$ cat config.mk
export PLATFORM = sky130hd
export DESIGN_NAME = pc_trace_top
export DESIGN_NICKNAME = d
export VERILOG_FILES = /design/src/verilog/pct_pkg.sv /design/src/verilog/pc_trigger_match.sv /design/src/verilog/data_watch.sv /design/src/verilog/trace_capture.sv /design/src/verilog/pct_apb_regs.sv /design/src/verilog/pc_trace_top.sv
export VERILOG_INCLUDE_DIRS = /design/src /design/src/verilog
export SDC_FILE = /design/constraint.sdc
export NUM_CORES = 1
export LEC_CHECK = 0
export BUFFER_PORTS_ARGS = -buffer_cell sky130_fd_sc_hd__buf_2
export CORE_UTILIZATION = 30
export DETAILED_ROUTE_END_ITERATION = 10
export PLACE_DENSITY_LB_ADDON = 0.25
export REMOVE_ABC_BUFFERS = 1
export SYNTH_ARGS = -nofsm -noshare
export SYNTH_HDL_FRONTEND = slang
export SYNTH_SLANG_ARGS = --single-unit
$ cat constraint.sdc
create_clock -name clks -period 9.4 [get_ports clks]
set_input_delay 0.94 -clock clks [delete_from_list [all_inputs] [get_ports clks]]
set_output_delay 0.94 -clock clks [all_outputs]
set_load 0.005 [all_outputs]
$ cat src/verilog/pct_consts.svh
`ifndef PCT_CONSTS_SVH
`define PCT_CONSTS_SVH

// Trace unit sizing
`define PCT_NUM_TRIGGERS 4
`define PCT_FIFO_DEPTH   8
`define PCT_STAMP_W      16
`define PCT_APB_AW       8

// APB byte offsets, one 32-bit word each
`define PCT_REG_CTRL        8'h00
`define PCT_REG_TRIG_EN     8'h04
`define PCT_REG_TRIG_ADDR0  8'h10
`define PCT_REG_TRIG_ADDR1  8'h14
`define PCT_REG_TRIG_ADDR2  8'h18
`define PCT_REG_TRIG_ADDR3  8'h1C
`define PCT_REG_WATCH_CFG   8'h20
`define PCT_REG_WATCH_VALUE 8'h24
`define PCT_REG_WATCH_MASK  8'h28
`define PCT_REG_STATUS      8'h30
`define PCT_REG_HEAD_PC     8'h34
`define PCT_REG_HEAD_INFO   8'h38

`endif

$ cat src/verilog/pct_pkg.sv
`include "pct_consts.svh"

package pct_pkg;

  // --------------------------------------------------
  // Retire stream
  // --------------------------------------------------
  typedef struct packed {
    logic        valid;
    logic [31:0] pc;
    logic [31:0] r1;
    logic [31:0] r2;
    logic [31:0] r3;
    logic [31:0] r4;
    logic [31:0] r5;
  } retire_t;

  // --------------------------------------------------
  // Data watchpoint configuration
  // --------------------------------------------------
  typedef enum logic [2:0] {
    sel_r1 = 3'd0,
    sel_r2 = 3'd1,
    sel_r3 = 3'd2,
    sel_r4 = 3'd3,
    sel_r5 = 3'd4
  } watch_sel_e;

  typedef enum logic [1:0] {
    watch_off    = 2'd0,
    watch_equal  = 2'd1,
    watch_change = 2'd2
  } watch_mode_e;

  typedef struct packed {
    watch_mode_e mode;
    watch_sel_e  sel;
    logic [31:0] value;
    logic [31:0] mask;
  } watch_cfg_t;

  // --------------------------------------------------
  // Detector results and trace records
  // --------------------------------------------------
  // Detector outputs, one cycle after the retire
  typedef struct packed {
    logic                         valid;
    logic [31:0]                  pc;
    logic [`PCT_NUM_TRIGGERS-1:0] trig_hits;
    logic                         watch_hit;
  } hit_t;

  typedef struct packed {
    logic [31:0]                  pc;
    logic [`PCT_STAMP_W-1:0]      stamp;
    logic                         watch_hit;
    logic [`PCT_NUM_TRIGGERS-1:0] trig_hits;
  } trace_rec_t;

  typedef struct packed {
    logic [$clog2(`PCT_FIFO_DEPTH+1)-1:0] count;
    logic                                 empty;
    logic                                 overflow;
  } fifo_status_t;

endpackage

$ cat src/verilog/pc_trigger_match.sv
`timescale 1ns/1ps

`include "pct_consts.svh"

module pc_trigger_match (
  input  logic                               clks,
  input  logic                               rst_n,
  input  pct_pkg::retire_t                   retire,
  input  logic [`PCT_NUM_TRIGGERS-1:0]       trig_en,
  input  logic [`PCT_NUM_TRIGGERS-1:0][31:0] trig_addr,
  output logic [`PCT_NUM_TRIGGERS-1:0]       trig_hits,
  output logic [31:0]                        hit_pc,
  output logic                               hit_valid
);

  logic [`PCT_NUM_TRIGGERS-1:0] match;

  // --------------------------------------------------
  // Address compare
  // --------------------------------------------------
  // Full-word compare against each enabled trigger,
  // several triggers can fire on the same pc
  always_comb begin
    match = '0;
    for (int i = 0; i < `PCT_NUM_TRIGGERS; i++) begin
      match[i] = trig_en[i] && (retire.pc == trig_addr[i]);
    end
  end

  // --------------------------------------------------
  // Result register
  // --------------------------------------------------
  always_ff @(posedge clks) begin
    if (!rst_n) begin
      hit_valid <= 1'b0;
      trig_hits <= '0;
    end else begin
      hit_valid <= retire.valid;
      // Idle cycles carry no hits
      if (retire.valid) begin
        trig_hits <= match;
      end else begin
        trig_hits <= '0;
      end
    end
  end

  // Pc travels with the hit vector
  always_ff @(posedge clks) begin
    if (retire.valid) begin
      hit_pc <= retire.pc;
    end
  end

endmodule

$ cat src/verilog/data_watch.sv
`timescale 1ns/1ps

module data_watch (
  input  logic                clks,
  input  logic                rst_n,
  input  pct_pkg::retire_t    retire,
  input  pct_pkg::watch_cfg_t watch_cfg,
  output logic                watch_hit
);

  logic [31:0] sel_val;
  logic [31:0] prev_val;
  logic        seen_first;
  logic        equal_hit;
  logic        change_hit;

  // Register picked by the configuration
  always_comb begin
    case (watch_cfg.sel)
      pct_pkg::sel_r1: sel_val = retire.r1;
      pct_pkg::sel_r2: sel_val = retire.r2;
      pct_pkg::sel_r3: sel_val = retire.r3;
      pct_pkg::sel_r4: sel_val = retire.r4;
      pct_pkg::sel_r5: sel_val = retire.r5;
      default:         sel_val = '0;
    endcase
  end

  assign equal_hit  = (watch_cfg.mode == pct_pkg::watch_equal) &&
                      ((sel_val & watch_cfg.mask) == (watch_cfg.value & watch_cfg.mask));
  // No previous value yet means no change
  assign change_hit = (watch_cfg.mode == pct_pkg::watch_change) &&
                      seen_first && (sel_val != prev_val);

  // --------------------------------------------------
  // Hit register and change history
  // --------------------------------------------------
  always_ff @(posedge clks) begin
    if (!rst_n) begin
      watch_hit  <= 1'b0;
      seen_first <= 1'b0;
    end else begin
      watch_hit <= retire.valid && (equal_hit || change_hit);
      // History restarts whenever change mode is left,
      // so the first retire after entering it never hits
      if (watch_cfg.mode != pct_pkg::watch_change) begin
        seen_first <= 1'b0;
      end else if (retire.valid) begin
        seen_first <= 1'b1;
      end
    end
  end

  always_ff @(posedge clks) begin
    if (retire.valid && (watch_cfg.mode == pct_pkg::watch_change)) begin
      prev_val <= sel_val;
    end
  end

  // Register file must only hand over a defined selection
  sel_legal_a: assert property (@(posedge clks) disable iff (!rst_n)
    watch_cfg.sel inside {pct_pkg::sel_r1, pct_pkg::sel_r2, pct_pkg::sel_r3,
                          pct_pkg::sel_r4, pct_pkg::sel_r5});

endmodule

$ cat src/verilog/trace_capture.sv
`timescale 1ns/1ps

`include "pct_consts.svh"

module trace_capture (
  input  logic                         clks,
  input  logic                         rst_n,
  input  logic                         enable,
  input  logic [`PCT_NUM_TRIGGERS-1:0] trig_hits,
  input  logic [31:0]                  hit_pc,
  input  logic                         hit_valid,
  input  logic                         watch_hit,
  input  logic                         pop,
  output pct_pkg::trace_rec_t          head,
  output pct_pkg::fifo_status_t        status,
  input  logic                         overflow_clr
);

  localparam int DEPTH = `PCT_FIFO_DEPTH;
  localparam int PTR_W = $clog2(DEPTH);
  localparam int CNT_W = $clog2(DEPTH + 1);

  pct_pkg::trace_rec_t     mem [DEPTH];
  pct_pkg::trace_rec_t     rec;
  logic [PTR_W-1:0]        wr_ptr;
  logic [PTR_W-1:0]        rd_ptr;
  logic [CNT_W-1:0]        count;
  logic [`PCT_STAMP_W-1:0] stamp_cnt;
  logic                    overflow;
  logic                    push_req;
  logic                    full;
  logic                    do_push;
  logic                    do_pop;

  // --------------------------------------------------
  // Record build
  // --------------------------------------------------
  assign push_req = hit_valid && enable && ((|trig_hits) || watch_hit);
  assign full     = (count == CNT_W'(DEPTH));
  assign do_push  = push_req && !full;
  assign do_pop   = pop && (count != '0);

  always_comb begin
    rec.pc        = hit_pc;
    rec.stamp     = stamp_cnt;
    rec.watch_hit = watch_hit;
    rec.trig_hits = trig_hits;
  end

  // Retires counted while enabled, wraps at stamp width
  always_ff @(posedge clks) begin
    if (!rst_n) begin
      stamp_cnt <= '0;
    end else if (hit_valid && enable) begin
      stamp_cnt <= stamp_cnt + 1'b1;
    end
  end

  // --------------------------------------------------
  // Circular FIFO
  // --------------------------------------------------
  always_ff @(posedge clks) begin
    if (!rst_n) begin
      wr_ptr   <= '0;
      rd_ptr   <= '0;
      count    <= '0;
      overflow <= 1'b0;
    end else begin
      if (do_push) begin
        wr_ptr <= (wr_ptr == PTR_W'(DEPTH - 1)) ? '0 : wr_ptr + 1'b1;
      end
      if (do_pop) begin
        rd_ptr <= (rd_ptr == PTR_W'(DEPTH - 1)) ? '0 : rd_ptr + 1'b1;
      end
      if (do_push && !do_pop) begin
        count <= count + 1'b1;
      end else if (do_pop && !do_push) begin
        count <= count - 1'b1;
      end
      // A drop in the same cycle wins over the clear
      if (overflow_clr) begin
        overflow <= 1'b0;
      end
      if (push_req && full) begin
        overflow <= 1'b1;
      end
    end
  end

  always_ff @(posedge clks) begin
    if (do_push) begin
      mem[wr_ptr] <= rec;
    end
  end

  assign head = mem[rd_ptr];

  always_comb begin
    status.count    = count;
    status.empty    = (count == '0);
    status.overflow = overflow;
  end

  // Register file gates HEAD_INFO pops on empty
  pop_not_empty_a: assert property (@(posedge clks) disable iff (!rst_n)
    pop |-> (count != '0));

  count_bound_a: assert property (@(posedge clks) disable iff (!rst_n)
    count <= CNT_W'(DEPTH));

endmodule

$ cat src/verilog/pct_apb_regs.sv
`timescale 1ns/1ps

`include "pct_consts.svh"

module pct_apb_regs (
  input  logic                               clks,
  input  logic                               rst_n,
  input  logic [`PCT_APB_AW-1:0]             paddr,
  input  logic                               psel,
  input  logic                               penable,
  input  logic                               pwrite,
  input  logic [31:0]                        pwdata,
  output logic [31:0]                        prdata,
  output logic                               pready,
  output logic                               pslverr,
  output logic                               enable,
  output logic                               overflow_clr,
  output logic [`PCT_NUM_TRIGGERS-1:0]       trig_en,
  output logic [`PCT_NUM_TRIGGERS-1:0][31:0] trig_addr,
  output pct_pkg::watch_cfg_t                watch_cfg,
  output logic                               pop,
  input  pct_pkg::trace_rec_t                head,
  input  pct_pkg::fifo_status_t              status
);

  localparam int IDX_W = $clog2(`PCT_NUM_TRIGGERS);

  logic             wr_access;
  logic             rd_access;
  logic             trig_sel;
  logic [IDX_W-1:0] trig_idx;
  logic [31:0]      rdata;

  // Zero wait states and no error responses
  assign pready  = 1'b1;
  assign pslverr = 1'b0;

  assign wr_access = psel && penable && pwrite;
  assign rd_access = psel && penable && !pwrite;

  // Trigger address window of one word per trigger
  assign trig_sel = (paddr >= `PCT_REG_TRIG_ADDR0) &&
                    (paddr < (`PCT_REG_TRIG_ADDR0 + 4 * `PCT_NUM_TRIGGERS));
  assign trig_idx = paddr[2 +: IDX_W];

  // --------------------------------------------------
  // Configuration writes
  // --------------------------------------------------
  always_ff @(posedge clks) begin
    if (!rst_n) begin
      enable         <= 1'b0;
      trig_en        <= '0;
      watch_cfg.mode <= pct_pkg::watch_off;
      watch_cfg.sel  <= pct_pkg::sel_r1;
    end else if (wr_access) begin
      if (paddr == `PCT_REG_CTRL) begin
        enable <= pwdata[0];
      end
      if (paddr == `PCT_REG_TRIG_EN) begin
        trig_en <= pwdata[`PCT_NUM_TRIGGERS-1:0];
      end
      if (paddr == `PCT_REG_WATCH_CFG) begin
        // Undefined encodings leave the field unchanged
        if (pwdata[1:0] != 2'd3) begin
          watch_cfg.mode <= pct_pkg::watch_mode_e'(pwdata[1:0]);
        end
        if (pwdata[6:4] <= 3'd4) begin
          watch_cfg.sel <= pct_pkg::watch_sel_e'(pwdata[6:4]);
        end
      end
      if (paddr == `PCT_REG_WATCH_VALUE) begin
        watch_cfg.value <= pwdata;
      end
      if (paddr == `PCT_REG_WATCH_MASK) begin
        watch_cfg.mask <= pwdata;
      end
    end
  end

  always_ff @(posedge clks) begin
    if (wr_access) begin
      if (trig_sel) begin
        trig_addr[trig_idx] <= pwdata;
      end
    end
  end

  // Write-one pulse that is never stored
  assign overflow_clr = wr_access && (paddr == `PCT_REG_CTRL) && pwdata[1];

  // HEAD_INFO read advances the FIFO as the access phase ends
  assign pop = rd_access && (paddr == `PCT_REG_HEAD_INFO) && !status.empty;

  // --------------------------------------------------
  // Read mux
  // --------------------------------------------------
  always_comb begin
    rdata = '0;
    if (trig_sel) begin
      rdata = trig_addr[trig_idx];
    end else begin
      case (paddr)
        `PCT_REG_CTRL:        rdata[0] = enable;
        `PCT_REG_TRIG_EN:     rdata[`PCT_NUM_TRIGGERS-1:0] = trig_en;
        `PCT_REG_WATCH_VALUE: rdata = watch_cfg.value;
        `PCT_REG_WATCH_MASK:  rdata = watch_cfg.mask;
        `PCT_REG_WATCH_CFG: begin
          rdata[1:0] = watch_cfg.mode;
          rdata[6:4] = watch_cfg.sel;
        end
        `PCT_REG_STATUS: begin
          rdata    = 32'(status.count);
          rdata[8] = status.empty;
          rdata[9] = status.overflow;
        end
        `PCT_REG_HEAD_PC: begin
          if (!status.empty) begin
            rdata = head.pc;
          end
        end
        `PCT_REG_HEAD_INFO: begin
          if (!status.empty) begin
            rdata[31 -: `PCT_STAMP_W]       = head.stamp;
            rdata[4]                        = head.watch_hit;
            rdata[`PCT_NUM_TRIGGERS-1:0]    = head.trig_hits;
          end
        end
        default: rdata = '0;
      endcase
    end
  end

  assign prdata = rdata;

  // Access phase only ever follows a selected setup phase
  penable_in_psel_a: assert property (@(posedge clks) disable iff (!rst_n)
    penable |-> psel);

endmodule

$ cat src/verilog/pc_trace_top.sv
`timescale 1ns/1ps

`include "pct_consts.svh"

module pc_trace_top (
  input  logic                   clks,
  input  logic                   rst_n,
  input  pct_pkg::retire_t       retire,
  input  logic [`PCT_APB_AW-1:0] paddr,
  input  logic                   psel,
  input  logic                   penable,
  input  logic                   pwrite,
  input  logic [31:0]            pwdata,
  output logic [31:0]            prdata,
  output logic                   pready,
  output logic                   pslverr
);

  // Configuration from the register file
  logic                               enable;
  logic                               overflow_clr;
  logic [`PCT_NUM_TRIGGERS-1:0]       trig_en;
  logic [`PCT_NUM_TRIGGERS-1:0][31:0] trig_addr;
  pct_pkg::watch_cfg_t                watch_cfg;

  // FIFO side
  logic                               pop;
  pct_pkg::trace_rec_t                head;
  pct_pkg::fifo_status_t              status;

  // Both detectors fill one result word
  wire pct_pkg::hit_t                 hits;

  // --------------------------------------------------
  // Detectors
  // --------------------------------------------------
  pc_trigger_match trig_i (
    .clks      (clks),
    .rst_n     (rst_n),
    .retire    (retire),
    .trig_en   (trig_en),
    .trig_addr (trig_addr),
    .trig_hits (hits.trig_hits),
    .hit_pc    (hits.pc),
    .hit_valid (hits.valid)
  );

  data_watch watch_i (
    .clks      (clks),
    .rst_n     (rst_n),
    .retire    (retire),
    .watch_cfg (watch_cfg),
    .watch_hit (hits.watch_hit)
  );

  // --------------------------------------------------
  // Capture and register file
  // --------------------------------------------------
  trace_capture capture_i (
    .clks         (clks),
    .rst_n        (rst_n),
    .enable       (enable),
    .trig_hits    (hits.trig_hits),
    .hit_pc       (hits.pc),
    .hit_valid    (hits.valid),
    .watch_hit    (hits.watch_hit),
    .pop          (pop),
    .head         (head),
    .status       (status),
    .overflow_clr (overflow_clr)
  );

  pct_apb_regs regs_i (
    .clks         (clks),
    .rst_n        (rst_n),
    .paddr        (paddr),
    .psel         (psel),
    .penable      (penable),
    .pwrite       (pwrite),
    .pwdata       (pwdata),
    .prdata       (prdata),
    .pready       (pready),
    .pslverr      (pslverr),
    .enable       (enable),
    .overflow_clr (overflow_clr),
    .trig_en      (trig_en),
    .trig_addr    (trig_addr),
    .watch_cfg    (watch_cfg),
    .pop          (pop),
    .head         (head),
    .status       (status)
  );

endmodule

==> After elaboration in Yosys (flattened, before gate mapping) <==
Memory sizes are Yosys's and may differ from the RTL's. A register that Yosys moved wholly into a read port is not among the register bits.
Cells that the tools add are included.
{ "op_classes": {"magnitude_cmp": 5, "n_mux": 27, "bitwise_logic": 3, "eq_ne": 24, "addsub": 5, "n_reduce_logical": 48} }
{ "op_table": {"columns": ["op", "count"], "rows": [
  ["== test 32 bit", 5],
  ["one-hot mux 32 bit (5 select lines)", 1],
  ["bitwise mux 128 bit", 1],
  ["two-way mux 32 bit", 4],
  ["AND 32 bit", 2],
  ["binary-select mux 32 bit (select 2 bit)", 1],
  ["demux 32 bit (select 2 bit)", 1],
  ["one-hot mux 16 bit (4 select lines)", 1],
  ["== test 8 x 6 -> 1 bit (second input constant)", 6],
  ["one-hot mux 9 bit (4 select lines)", 1],
  ["!= test 32 bit", 1],
  ["logical AND 1 bit", 25],
  ["adder 16 x 1 -> 16 bit (second input constant)", 1],
  ["two-way mux 16 bit", 1],
  ["two-way mux 3 bit", 4],
  ["one-hot mux 2 bit (6 select lines)", 1],
  ["AND reduction 3 bit", 4],
  ["== test 3 bit (second input constant)", 3],
  ["== test 8 x 3 -> 1 bit (second input constant)", 1],
  [">= comparator 8 x 5 -> 1 bit (second input constant)", 1],
  ["zero test 8 bit", 1],
  ["less-than comparator 8 x 6 -> 1 bit (second input constant)", 1],
  ["two-way mux 4 bit", 2],
  ["one-hot mux 1 bit (8 select lines)", 1],
  ["other kinds (27)", 42]
]} }
{ "totals": {"register_bits": 300, "inputBits": 238, "mem_count": 1, "mem_bits_rw": 424, "elab_cells": 134, "output_inout_bits": 34} }
{ "memory_table": {"columns": ["name", "depth", "width", "rd", "rd_clocked_by_memory_dff", "wr", "line_no", "rtl"], "rows": [
  ["capture_i.mem", 8, 53, 1, 1, 1, "trace_capture.sv:23", "pct_pkg::trace_rec_t mem [DEPTH];"]
]} }

==> Logic depth before layout (Yosys ltp) <==
{ "logic_depth": {"ltp_word": 8, "mapped_depth": 14, "ltp_nobuf": 13} }

==> By module <==
Synthesis repeated with hierarchy kept, for this count alone.
{ "hier_totals": {"hier_cells": 1867, "hier_area_um2": 32049.5} }
{ "modules_own_cells": {"columns": ["module", "area_per_inst_um2", "seq_area_each_um2", "instances", "cells_per_inst"], "rows": [
  ["trace_capture", 17565.6, 13332.8, 1, 775],
  ["pct_apb_regs", 8445.6, 5965.7, 1, 503],
  ["data_watch", 3540.9, 1001.0, 1, 374],
  ["pc_trigger_match", 2497.4, 1061.0, 1, 215]
]} }

==> Worst setup path after synthesis <==
Ideal clock, no wire load.
{ "synth_timing": {"path_type": "reg2reg", "from": "register trig_i.trig_hits[1]", "to": "memory capture_i.mem[0][0] (netlist name) (enable)", "n_path_buf": 0, "arrival_ns": 5.875, "required_time_ns": 8.805, "synth_period_minus_slack_ns": 6.470, "path_slack_ns": 2.930, "path_stages_with_launch": 5, "setup_ns": 0.595, "cell_sequence": "dfxtp_1 nor3_1 a21oi_1 nand2_1 nor4_1"} }
{ "synth_via": {"elab_chain_len": 6} }
{ "synth_lines": {"columns": ["element", "line_no", "rtl"], "rows": [
  ["from (decl)", "pc_trigger_match.sv:11", "output logic [`PCT_NUM_TRIGGERS-1:0] trig_hits,"],
  ["from (signal assigned)", "pc_trigger_match.sv:41", "trig_hits <= match;"],
  ["OR reduction 4 bit", "trace_capture.sv:38", "assign push_req = hit_valid && enable && ((|trig_hits) || watch_hit);"],
  ["logical OR 1 bit", "trace_capture.sv:38", null],
  ["logical AND 1 bit", "trace_capture.sv:38", null],
  ["logical AND 1 bit", "trace_capture.sv:40", "assign do_push = push_req && !full;"],
  ["two-way mux 1 bit", "trace_capture.sv:91", "if (do_push) begin"],
  ["two-way mux 1 bit (not written as such)", "trace_capture.sv:92", "mem[wr_ptr] <= rec;"],
  ["to (decl)", "trace_capture.sv:23", null]
]} }
No other way between the ends.

==> run metrics <==
outcome=complete, no violations; Power Dens Cells=183 mW/mm^2; slowest stage delay, CP=740 ps; CTS Sinks=727; VDD IR max=113 uV; routed len/inst=27.9 um; 1st-pass router iterations=5; Post-Route WL=97,400 um; Post-Syn Area per Cell=17.6 um^2; DPL Wire Length=67,900 um; clock slew at reported path FFs=60 ps; WP data arrival=4360 ps; area delta synth->final=17.3%; Synth async-reset ratio=0%; number of gates resized after cts=0; number of port buffers=269; Std-Cell Rows=117; Clock Skew=32.1 ps; TritonCTS clock tree=done; CP bufs+invs=3; grt ovf=0; final setup vio count=0; Final Hold Viols=0; total I/O pin count=272; critical path data required time=8460 ps; fmax=189 MHz; Crit. path cell count=7; first-pass GRT wire length=136,000 um; clk root buf=clkbuf_16; DR vias=17,882; die area=0.105 mm^2; Setup CP Type=flip-flop to output port; post-route ant nets=0; worst r2r path cells=7; die width=324 um; Core Box Area=0.102 mm^2; Worst-Skew Late Latency=640 ps; sequential-to-total area share from yosys stat=68.8%; GRT Overall Usage=18.5%; synthesized area=0.0311 mm^2; top_reg_cell synth=edfxtp_1; NumNets Final=2,310; yosys synthesis warning count=0; #FFs+latches synth=727; routability cong.=0.921; setup TNS=0 ps; Num CTS Buffers=74; final critical-path required period=5300 ps; fin. max-slew vios=0; DRC viols=0; Least-Margin Pin Slew=1050 ps; number of enable flip-flop cells after synthesis=680; CP max FO=44; Most common cell on crit path=buf_4; largest net degree at the start of global routing=88; Detailed Route Iter0 Violations=1,495; hold path cells=2; Hold Crit Class=flip-flop to flip-flop; synth unique cells=70; hold slack=526 ps; total leakage power=11.8 nW; max-cap violations=0; slowest cell on the critical path=dfxtp_4; Post-CTS Setup Bufs=0; Starting Density=30.4%; hold_buf cts=0; crit share post-route=56.4%; relative slew slack=29.8%; Via density=5.11; H-tree depth=3; critical-path cell list=buf_4, buf_4, mux4_2, mux2i_1, o22ai_1, a221o_1, buf_2; chip height=324 um; layout cell share with drive strength beyond 1=28.7%; initial antenna violation count=21; Critical Path Start Type=flip-flop; vias in the first global route=18,236; Mapped Cells=1,769; Bufs on Longest Clock Path=3; kind of cell adding the most delay to the critical path=buffers and inverters; unrepaired setup endpoints after global routing=no; Setup crit end kind=output port
-- cells in the mapped netlist, types with 4 or more instances --
library cell	instances	area share, %
buf_2	24	0.39
edfxtp_1	680	66
mux2_2	21	0.76
nand4_1	24	0.48
a31oi_1	6	0.12
nand2_1	73	0.88
nor2_1	32	0.39
and2_1	22	0.44
nand3_1	19	0.31
buf_1	6	0.073
buf_6	8	0.29
inv_1	24	0.29
ha_1	8	0.32
xor2_1	115	3.2
dfxtp_1	47	3.0
buf_4	4	0.097
a22oi_1	20	0.48
xnor2_1	87	2.5
nand3b_1	4	0.097
a21oi_1	19	0.31
o221ai_1	9	0.25
and4_1	4	0.11
a21oi_2	4	0.11
nor2b_1	7	0.14
a22o_1	18	0.51
nand2b_1	9	0.18
mux2i_1	96	3.1
o21ai_0	10	0.16
a222oi_1	18	0.58
o22ai_1	36	0.73
nor4_1	31	0.62
nor3_1	14	0.23
a21boi_0	12	0.29
or4_1	4	0.097
and3_1	9	0.18
mux4_2	139	10
clkbuf_1	46	0.56
a221o_1	16	0.52
-- worst paths after layout --
| check | from | end | slack [ps] |
|---|---|---|---|
| max | flip-flop | prdata[25] | 4100 |
| min reg2reg | regs_i.trig_en[3] | regs_i.trig_en[3] | 530 |
| max reg2reg | regs_i.enable | capture_i.mem[7][46] | 5520 |
| min | regs_i.trig_en[3] | regs_i.trig_en[3] | 530 |
-- worst register-to-register path, delay by kind of cell, from the launching register on --
kind,cells,cell delay [ps]
buf+inv,2,1120
compound gates,1,440
simple gates,4,1310
flops,1,490
-- cell usage in the layout (no fill, tap or decap), types with 19 or more instances in the layout --
cell | netlist | layout
mux2i_1 | 96 | 96
clkbuf_16 | 0 | 76
nand4_1 | 24 | 24
nand2_1 | 73 | 73
mux2_2 | 21 | 21
mux4_2 | 139 | 139
a21oi_1 | 19 | 19
buf_4 | 4 | 36
edfxtp_1 | 680 | 680
o22ai_1 | 36 | 36
inv_1 | 24 | 24
nor4_1 | 31 | 29
xor2_1 | 115 | 115
buf_2 | 24 | 269
nand3_1 | 19 | 19
and2_1 | 22 | 22
nor2_1 | 32 | 24
clkbuf_1 | 46 | 21
xnor2_1 | 87 | 87
dfxtp_1 | 47 | 42
a22oi_1 | 20 | 20
-- power breakdown --
group | total (mW) | switching [mW] | internal, mW
combinational | 0.237 | 0.147 | 0.0907
clock | 2.88 | 1.24 | 1.64
sequential | 3.57 | 0.0210 | 3.54
-- routing by layer --
| layer | share of wire, % | wire (um) | GRT usage [%] |
|---|---|---|---|
| met3 | 7.7 | 7490 | 4.05 |
| met1 | 40 | 39000 | 23.7 |
| met4 | 2.3 | 2250 | 4.91 |
| met2 | 50 | 48600 | 31.7 |
| met5 | 0.13 | 123 | 0 |
-- registers in the layout, summed over array words and instances, names as in the netlist, named ones only --
register	count
regs_i.enable	1
trig_i.hit_valid	1
capture_i.stamp_cnt	16
watch_i.watch_hit	1
capture_i.rd_ptr	3
trig_i.hit_pc	32
capture_i.overflow	1
watch_i.prev_val	32
trig_i.trig_hits	4
capture_i.count	4
regs_i.watch_cfg	69
regs_i.trig_addr	128
regs_i.trig_en	4
capture_i.mem	424
capture_i.wr_ptr	3
watch_i.seen_first	1
-- area by class of cell --
class / instances / area (um^2)
fillers: 9818 / 65700
clock inverters: 39 / 348
multi-input cells: 930 / 9260
diodes: 6 / 15.0
repair buffers: 306 / 1640
flip-flops and latches: 727 / 21400
well taps: 1368 / 1710
clock buffers: 98 / 1990
inverters: 24 / 90.1
-- per-stage QoR --
step           power (mW)  util, %  worst slack [ps]  instance area, um^2  std cells
2_1_floorplan        3.71        -              2730                30600       1681
3_3_place_gp         3.87     33.3              4380                34100       3355
3_5_place_dp         3.87     33.3              4370                34100       3355
4_1_cts              6.74     35.6              4060                36400       3492
5_1_grt              6.87     35.6              3960                36400       3493
6_report             6.68     35.7              4100                36400       3498
-- kinds of logic after synthesis --
logic type	after synthesis	share of synthesized area, %
flip-flops	727	68.8
AND/OR/NAND/NOR	264	4.50
multiplexers	257	14.0
XOR/XNOR	202	5.70
AO/OA/AOI/OAI	196	4.94
buffers and inverters	112	1.69
adder cells (fa/ha/maj)	9	0.387
other	2	0.0242
Power figures use the tool's default switching activity.
